`config.mk`:
```
export PLATFORM = sky130hd
export DESIGN_NAME = pair_fifo
export DESIGN_NICKNAME = d
export VERILOG_FILES = /design/src/logic/pair_fifo.sv
export SDC_FILE = /design/constraint.sdc
export NUM_CORES = 1
export LEC_CHECK = 0
export BUFFER_PORTS_ARGS = -buffer_cell sky130_fd_sc_hd__buf_4
export CAP_MARGIN = 40
export CORE_UTILIZATION = 40
export CTS_CLUSTER_SIZE = 8
export DETAILED_ROUTE_END_ITERATION = 12
export GPL_ROUTABILITY_DRIVEN = 1
export HOLD_SLACK_MARGIN = 0.05
export PLACE_DENSITY_LB_ADDON = 0.1
export SYNTH_ARGS = -nofsm -noshare
export SYNTH_HDL_FRONTEND = slang
export SYNTH_SLANG_ARGS = --single-unit
export TNS_END_PERCENT = 30
```
`constraint.sdc`:
```
create_clock -name clk -period 6.5 [get_ports clk]
set_input_delay 1.3 -clock clk [delete_from_list [all_inputs] [get_ports clk]]
set_output_delay 1.3 -clock clk [all_outputs]
set_load 0.005 [all_outputs]
```
`src/logic/pair_fifo.sv`:
```
// Synchronous FIFO with a type-parameter payload, registered read data and a used-word count
`timescale 1ns/1ns

module pair_fifo
#(
	parameter type payload_t = logic [31:0],
	parameter int DEPTH = 16
)
(
	input logic clk,
	input logic rst,
	input logic wr,
	input payload_t din,
	input logic rd,
	output payload_t q,
	output logic empty,
	output logic [$clog2(DEPTH+1)-1:0] used
);

	// Pointer and count widths
	localparam int AW = (DEPTH > 1) ? $clog2(DEPTH) : 1;
	localparam int CW = $clog2(DEPTH+1);

	payload_t mem [DEPTH];
	logic [AW-1:0] wr_ptr;
	logic [AW-1:0] rd_ptr;
	logic [CW-1:0] count;
	logic wr_ok;
	logic rd_ok;

	// Wrap at DEPTH even when it is not a power of two
	function automatic logic [AW-1:0] next_ptr(input logic [AW-1:0] ptr);
		if (ptr == AW'(DEPTH-1))
		begin
			return '0;
		end
		return ptr + 1'b1;
	endfunction

	// Read of an empty buffer is ignored
	assign rd_ok = rd && (count != '0);
	// Full buffer still takes a write when a read frees a slot
	assign wr_ok = wr && ((count < CW'(DEPTH)) || rd_ok);

	// Pointers and occupancy
	always_ff @(posedge clk)
	begin
		if (rst)
		begin
			wr_ptr <= '0;
			rd_ptr <= '0;
			count <= '0;
		end
		else
		begin
			if (wr_ok)
			begin
				wr_ptr <= next_ptr(wr_ptr);
			end
			if (rd_ok)
			begin
				rd_ptr <= next_ptr(rd_ptr);
			end
			// Simultaneous read and write leave the count alone
			case ({wr_ok, rd_ok})
				2'b10: count <= count + 1'b1;
				2'b01: count <= count - 1'b1;
				default: count <= count;
			endcase
		end
	end

	// Storage and registered read port
	always_ff @(posedge clk)
	begin
		if (wr_ok)
		begin
			mem[wr_ptr] <= din;
		end
		// Data lands on q one cycle after rd
		if (rd_ok)
		begin
			q <= mem[rd_ptr];
		end
	end

	assign empty = (count == '0);
	assign used = count;

endmodule

```
==> reports/qor.yml, run 1 <==
detailed_routing:
  drtIter0Drc: 572
  wl_um: 45100
  drc: 0
  antenna_left: 0
  dr.pass1.iters: 4
  vias_per_cell: 5.38
  wl_per_cell_um: 25.7
  via_count: 9450
pwr:
  pwr-share-comb_pct: 16.4
  clkPwrFrac_pct: 38.3
  leakage_nw: 7.79
  p_seq_share_pct: 45.4
  intPower_mw: 7.20
  irDropWorstVdd_mv: 0.225
  cellPowerDensity_nw_per_um2: 383
  p_sw_mw: 2.23
  switching_share_pct: 23.6
setup_path:
  critPathLaunchType: "input port"
  required_ns: 6.98
  crit_type: "input port to flop"
  cp_max_fo: 37
  critPathCaptureType: "flop"
  cp.arrival_ns: 3.87
clock_network:
  cts_tree: "yes"
  cts_max_level: 3
  hold_buffers: 0
  cts_resized: 0
  cts.sinks: 557
  cts_buffers: 79
  cts_setup_buffers: 0
  cts_root_buf: "clkbuf_16"
  clkLatencyLatePin_ns: 0.59
  cts_buffer_depth: 3
  clk_pin_slew_ns: 0.05
grt:
  grt_pass1_wl_um: 67400
  antenna_found_initial: 1
  overflow: 0
  grt_max_degree: 77
  grt_pass1_vias: 10309
  grt.total_usage_pct: 17.6
hold_path:
  min_path_type: "flop to flop"
sta:
  period_share_pct: 52.2
  fmax_mhz: 295
  final-hold-violation-count: 0
  relSlewSlack_pct: 47.7
  rsz0062_at_grt: "no"
  slew_viol_final: 0
  setup_viol: 0
  finClkSkew_ns: 0.0126
  tns_ns: 0
  post-route-min-period_ns: 3.39
  tightest_slew_ns: 0.785
yosys:
  postSynthCellCount: 930
  ys_seq_area_share_pct: 79.3
  syn-cell-area_um2: 20900
  yosysUniqueCellTypes: 33
  synth_top_area_share_pct: 78.0
  yosys_warnings: 0
  synth_area_leaders: "edfxtp_1, mux4_2, a22oi_1"
  syn_nets: 976
  synth_largest_area_cell: "edfxtp_1"
  avgSynthCellArea_um2: 22.5
  ys_ff_latch: 557
status:
  status: "completed"
flow_run:
  cap_violations: 0
floorplanning:
  die_y_um: 231
  die_w_um: 231
  core.rowCount: 83
  core-area_um2: 51500
  initial_core_util_pct: 40.7
  design.portCount: 74
  die-area_um2: 53300
finish:
  finish.utilization_pct: 47.7
  diodes: 0
  drive_gt1_share_pct: 31.3
  num-nets-final: 1107
  syn2layout_area_growth_pct: 17.4
  fillers: 4290
placed_design:
  hpwlAfterDp_um: 22100
  routabilityCongestion: 0.696
  io_buffers: 73
## sequential cells by signal, summed over array words and instances, names as in the netlist
| signal | count |
|---|---|
| mem | 512 |
| q | 32 |
| used | 5 |
| rd_ptr | 4 |
| wr_ptr | 4 |
## power by group through the flow
stage | Sequential [mW] | Clock, mW | Combinational [mW]
after global placement | 4.38 | 0 | 1.55
after CTS | 4.28 | 3.69 | 1.60
after detailed placement | 4.35 | 0 | 1.59
after global routing | 4.29 | 3.84 | 1.70
after floorplan | 4.30 | 0 | 1.15
final | 4.28 | 3.61 | 1.54
## metrics by stage
stage / hold slack [ns] / worst slack (ns) / cells / power (mW) / cell area [um2]
after floorplan: 0.493 / 2.23 / 930 / 5.44 / 20900
after CTS: 0.535 / 3.08 / 1755 / 9.57 / 24600
after detailed placement: 0.527 / 2.44 / 1660 / 5.94 / 22500
after global placement: 0.536 / 2.46 / 1658 / 5.93 / 22400
final: 0.532 / 3.11 / 1755 / 9.42 / 24600
after global routing: 0.578 / 2.94 / 1755 / 9.83 / 24600
## placed cells by master (no fill, tap or decap), types with 9 or more instances in the layout
cell       netlist  routed
a22oi_1         64      64
nor2_4           0      13
dfxtp_1         13      11
nand2_1         42      42
buf_4            0      96
mux4_2         128     128
a21oi_1          9       9
clkbuf_1        29      10
edfxtp_1       544     544
clkbuf_16        0      82
nor2_1          30      17
ha_1             9       9
## final timing paths
check / slack [ns] / cells after the start / start / end
setup reg to reg: 3.31 / 10 / used[0] / used[4]
setup / recovery: 3.11 / 10 / rd / used[4]
hold reg to reg: 0.53 / 2 / wr_ptr[1] / wr_ptr[1]
hold / removal: 0.53 / 2 / wr_ptr[1] / wr_ptr[1]
## layer usage
metal | wire length, um | share of wire [%] | global-route usage (%) | vias up
li1 | - | - | - | 4153
met1 | 19500 | 43 | 23.2 | 5039
met2 | 22900 | 51 | 29.5 | 178
met3 | 1840 | 4.1 | 3.89 | 78
met4 | 879 | 1.9 | 4.93 | 2
met5 | 13 | 0.029 | 0 | -
## cell usage after synthesis
master / count
nand3_1: 2
or3_1: 1
buf_1: 2
o21a_1: 2
nand2b_1: 2
a21o_1: 2
mux4_2: 128
o211ai_1: 2
a22oi_1: 64
nor2b_1: 2
nor3_1: 4
or4_1: 2
buf_2: 10
inv_1: 8
nor2_1: 30
o31ai_1: 1
clkbuf_1: 29
ha_1: 9
nor4_1: 1
a311oi_1: 1
fa_1: 1
mux2i_1: 3
buf_6: 8
dfxtp_1: 13
nor4bb_1: 1
edfxtp_1: 544
and2_1: 1
xor2_1: 3
a41oi_1: 1
a21oi_1: 9
xnor2_1: 1
nand2_1: 42
mux2_2: 1
## worst max-delay path, stage by stage
cell	delay [ns]
buf_4	0.10
o21a_2	0.12
buf_4	0.58
ha_1	0.37
inv_1	0.09
fa_1	0.40
nand2b_1	0.17
a21oi_1	0.17
mux2i_1	0.22
mux2_2	0.34
## layout make-up
cell class	instances	area, um2	share of cell area [%]
repair buffers	99	788	3.21
clock inverters	3	33.8	0.137
inverters	8	30.0	0.122
flip-flops and latches	557	16600	67.5
clock buffers	92	2090	8.50
well taps	680	851	3.46
multi-input cells	316	4190	17.0
## cells by family after synthesis
group,Yosys count,share of synthesized area (%)
adder cells (fa/ha/maj),10,0.633
AND/OR/NAND/NOR,88,1.76
flip-flops,557,79.3
XOR/XNOR,4,0.167
AO/OA/AOI/OAI,82,2.84
buffers and inverters,57,1.37
multiplexers,132,14.0
No activity file was read; power rests on OpenSTA's default activity.
==> run 2, diff against run 1 <==
==> constraint.sdc (replaced) <==
create_clock -name clk -period 3.1 [get_ports clk]
set_input_delay 0.62 -clock clk [delete_from_list [all_inputs] [get_ports clk]]
set_output_delay 0.62 -clock clk [all_outputs]
set_load 0.005 [all_outputs]
==> run 2 against run 1 <==
Effect of this change:
- combinational power rose by 120%
- sequential power rose by 110%
- cell area rose by 1.4%
- total power rose by 110%
- die area did not move
- core utilization rose by 0.66 points
- first-iteration DRC count rose by 19%
==> reports/qor.yml, run 2 (synthesis gave the netlist of run 1 again) <==
grt:
  overflow: 0
  grt_max_degree: 43
  grt_pass1_vias: 10253
  antenna_found_initial: 0
  grt.total_usage_pct: 17.9
  grt_pass1_wl_um: 68200
floorplanning:
  die-area_um2: 53300
  core-area_um2: 51500
  die_w_um: 231
  core.rowCount: 83
  design.portCount: 74
  initial_core_util_pct: 40.7
  die_y_um: 231
finish:
  max_flop_register: "mem"
  final_common_cell: "edfxtp_1"
  largest_reg_flops: 512
  seq_area_um2: 16600
  diodes: 0
  multiInputGateArea_um2: 4200
  finish.utilization_pct: 48.4
  fillers: 4249
  num-nets-final: 1120
  syn2layout_area_growth_pct: 19.1
  final_cell_mix: "edfxtp_1, mux4_2, buf_4, clkbuf_16, a22oi_1"
  drive_gt1_share_pct: 32.2
detailed_routing:
  via_count: 9566
  drc: 0
  drtIter0Drc: 680
  dr.pass1.iters: 5
  wl_per_cell_um: 26.0
  vias_per_cell: 5.43
  wl_um: 45800
  antenna_left: 0
sta:
  tightest_slew_ns: 0.786
  post-route-min-period_ns: 2.69
  slew_viol_final: 0
  final-hold-violation-count: 0
  finClkSkew_ns: 0.0214
  rsz0062_at_grt: "no"
  setup_viol: 0
  fmax_mhz: 372
  tns_ns: 0
  period_share_pct: 86.7
  relSlewSlack_pct: 47.5
setup_path:
  path_delay_family: "simple AND/OR/NAND/NOR gates"
  critPathSlowestCell: "or4_1"
  crit_type: "flop to flop"
  crit_top_cell: "ha_1"
  crit_buf_inv: 0
  required_ns: 3.57
  slowest_delay_ns: 0.59
  worstPathCellList: "or4_1 > o21a_2 > ha_1 > ha_1 > nand2b_1 > a21oi_1 > mux2i_1 > mux2_2"
  cp_max_fo: 5
  cp.arrival_ns: 3.15
  critPathCaptureType: "flop"
  critPathLaunchType: "flop"
clock_network:
  cts_setup_buffers: 0
  cts_buffers: 79
  hold_buffers: 0
  cts_root_buf: "clkbuf_16"
  cts_buffer_depth: 3
  clk_pin_slew_ns: 0.05
  cts_tree: "yes"
  cts_resized: 0
  clkLatencyLatePin_ns: 0.60
  cts_max_level: 3
  cts.sinks: 557
placed_design:
  io_buffers: 73
  hpwlAfterDp_um: 24300
  routabilityCongestion: 0.686
pwr:
  cellPowerDensity_nw_per_um2: 801
  leakage_nw: 7.91
  irDropWorstVdd_mv: 0.417
  p_total_mw: 20.0
status:
  status: "completed"
hold_path:
  min_path_type: "input port to flop"
flow_run:
  cap_violations: 0
[run 2: changes by cell type in the layout (fill, tap and decap cells not counted), moves of 2 or more]
cell | previous run | this run
nor3_4 | 0 | 2
clkbuf_1 | 10 | 5
buf_12 | 2 | 22
buf_4 | 96 | 90
nor3_2 | 4 | 2
[run 2: path summary, 6_finish.rpt]
check             startpoint          to  cells past startpoint  slack (ns)
hold reg to reg    wr_ptr[1]   wr_ptr[1]                      2        0.54
hold / removal       din[11]  mem[9][11]                      1        0.32
setup reg to reg     used[0]     used[4]                      8        0.41
setup / recovery     used[0]     used[4]                      8        0.41
[run 2: worst register-to-register path, stage by stage (launching register included)]
cell and delay [ns]:
dfxtp_1 0.35, or4_1 0.59, o21a_2 0.23, ha_1 0.25, ha_1 0.35, nand2b_1 0.07
a21oi_1 0.16, mux2i_1 0.22, mux2_2 0.35
[run 2: area by class of cell]
cell class	instances	share of cell area [%]
clock buffers	88	8.41
flip-flops and latches	557	66.6
multi-input cells	316	16.9
repair buffers	112	4.48
clock inverters	2	0.115
inverters	8	0.120
well taps	680	3.41
[run 2: routing by layer]
layer | wire, um | global-route usage [%] | up-vias
li1 | - | - | 4187
met1 | 19900 | 24.2 | 5089
met2 | 22900 | 29.2 | 222
met3 | 2210 | 3.47 | 68
met4 | 822 | 5.88 | 0
met5 | 0 | 0 | -
[run 2: through the flow]
step                instances  setup WS, ns  cell area, um2  hold WS (ns)
CTS                      1763         0.403           24900         0.295
global placement         1673         0.183           22800         0.540
detailed placement       1673         0.195           22800         0.534
global route             1763         0.219           24900         0.316
floorplan                 930        -0.491           20900         0.493
finish                   1763         0.413           24900         0.325
[run 2: where the power goes]
part | switching [mW] | internal (mW) | leakage (nW)
registers | 0.228 | 8.74 | 5.03
clock network | 2.91 | 4.69 | 1.04
logic | 1.60 | 1.79 | 1.84
total | 4.74 | 15.2 | 7.91
==> run 3, diff against run 2 <==
--- a/config.mk
+++ b/config.mk
@@ -7,6 +7,7 @@
 export LEC_CHECK = 0
 export BUFFER_PORTS_ARGS = -buffer_cell sky130_fd_sc_hd__buf_4
 export CAP_MARGIN = 40
+export CORE_ASPECT_RATIO = 1.2
 export CORE_UTILIZATION = 40
 export CTS_CLUSTER_SIZE = 8
 export DETAILED_ROUTE_END_ITERATION = 12
==> run 3 against run 2 <==
Effect of this change:
- clock power fell by 0.9%
- first-iteration DRC count shrank 16%
- sequential share of layout area hardly changed
- global-route usage grew 0.53 points
- total power is 0.17% lower
- register-to-register slack about the same
- critical endpoint unchanged
- highest routed layer is now met5
==> reports/qor.yml, run 3 (synthesis gave the netlist of run 1 again) <==
sta:
  finClkSkew_ns: 0.0199
  relSlewSlack_pct: 51.0
  slew_viol_final: 0
  fmax_mhz: 373
  period_share_pct: 86.4
  setup_viol: 0
  tightest_slew_ns: 0.735
  post-route-min-period_ns: 2.68
  fin_hold_ws_ns: 0.329
  tns_ns: 0
  rsz0062_at_grt: "no"
  final-hold-violation-count: 0
clock_network:
  cts_setup_buffers: 0
  cts_buffers: 79
  clkLatencyLatePin_ns: 0.59
  cts_resized: 0
  cts_tree: "yes"
  cts_root_buf: "clkbuf_16"
  cts.sinks: 557
  clk_pin_slew_ns: 0.05
  cts_buffer_depth: 3
  hold_buffers: 0
  cts_max_level: 3
grt:
  grt_pass1_wl_um: 69200
  overflow: 0
  antenna_found_initial: 1
  grt_max_degree: 37
  grt_pass1_vias: 10378
  grt.total_usage_pct: 18.4
flow_run:
  cap_violations: 0
detailed_routing:
  dr_wl_met3_um: 2010
  via_count: 9678
  drc: 0
  top_layer: "met5"
  drt-met1-wl_um: 19700
  wl_um: 47400
  wl_met2_um: 24800
  dr.pass1.iters: 5
  antenna_left: 0
  wl_per_cell_um: 26.7
  drtIter0Drc: 572
  vias_per_cell: 5.45
setup_path:
  cp_max_fo: 5
  reg2reg_depth: 8
  r2r_start: "used[0]"
  required_ns: 3.57
  critPathLaunchType: "flop"
  rrSetupSlack_ns: 0.42
  crit_type: "flop to flop"
  cp.arrival_ns: 3.15
  reg2reg_to: "used[4]"
  critPathCaptureType: "flop"
pwr:
  irDropWorstVdd_mv: 0.444
  leakage_nw: 7.90
  cellPowerDensity_nw_per_um2: 799
finish:
  largest_reg_flops: 512
  diodes: 0
  fillers: 4227
  num-nets-final: 1117
  drive_gt1_share_pct: 32.1
  final_cell_mix: "edfxtp_1, mux4_2, buf_4, clkbuf_16, a22oi_1"
  max_flop_register: "mem"
  final_common_cell: "edfxtp_1"
  seq_area_um2: 16600
  multiInputGateArea_um2: 4200
  fin_area_um2: 24900
  syn2layout_area_growth_pct: 19.0
floorplanning:
  design.portCount: 74
  die_y_um: 253
  initial_core_util_pct: 40.6
  core.rowCount: 91
  die_w_um: 211
  core-area_um2: 51600
  die-area_um2: 53300
hold_path:
  holdPathEnd: "mem[14][9]"
  min_path_cells: 1
  min_from: "din[9]"
  min_path_type: "input port to flop"
placed_design:
  dpl_cell_area_um2: 22800
  routabilityCongestion: 0.697
  io_buffers: 73
  hpwlAfterDp_um: 24100
status:
  status: "completed"
[run 3: cell count changes in the layout (fill, tap and decap cells not counted)]
cell and change:
clkinv_8 +1, clkbuf_8 +1, buf_4 -3, clkbuf_1 -1
clkbuf_16 -1, inv_6 -1
[run 3: worst max path at each step]
stage          cells past startpoint    start  slack (ns)        end
2_1_floorplan                      3       wr       -0.49  mem[1][0]
3_3_place_gp                      10       rd        0.17    used[4]
3_5_place_dp                      10       rd        0.17    used[4]
4_1_cts                           10  used[4]        0.40    used[4]
5_1_grt                           10  used[4]        0.22    used[4]
6_report                           8  used[0]        0.42    used[4]
[run 3: stage by stage]
stage / worst slack (ns) / cells / power [mW] / utilization, %
2_1_floorplan: -0.491 / 930 / 11.4 / -
3_3_place_gp: 0.172 / 1687 / 12.6 / 44.2
3_5_place_dp: 0.175 / 1687 / 12.6 / 44.2
4_1_cts: 0.405 / 1776 / 20.3 / 48.3
6_report: 0.421 / 1776 / 19.9 / 48.3
5_1_grt: 0.215 / 1776 / 20.8 / 48.3
[run 3: area by class of cell]
type | count | share of cell area [%]
Clock buffer | 87 | 8.35
Clock inverter | 2 | 0.146
Inverter | 8 | 0.120
Multi-Input combinational cell | 316 | 16.9
Sequential cell | 557 | 66.6
Tap cell | 697 | 3.50
Timing Repair Buffer | 109 | 4.39
[run 3: critical path: stages (launching register included)]
cell and delay (ns):
dfxtp_1 0.35, or4_1 0.58, o21a_2 0.23, ha_1 0.24, ha_1 0.35, nand2b_1 0.07, a21oi_1 0.16, mux2i_1 0.24
mux2_2 0.35
[run 3: power breakdown]
part / internal (mW) / total, mW / switching, mW
logic: 1.80 / 3.39 / 1.59
registers: 8.75 / 9.01 / 0.259
clock network: 4.66 / 7.53 / 2.87
[run 3: per-layer routing]
metal | up-vias | global-route usage, %
li1 | 4168 | -
met1 | 5223 | 23.2
met2 | 212 | 32.3
met3 | 73 | 3.40
met4 | 2 | 5.63
met5 | - | 0
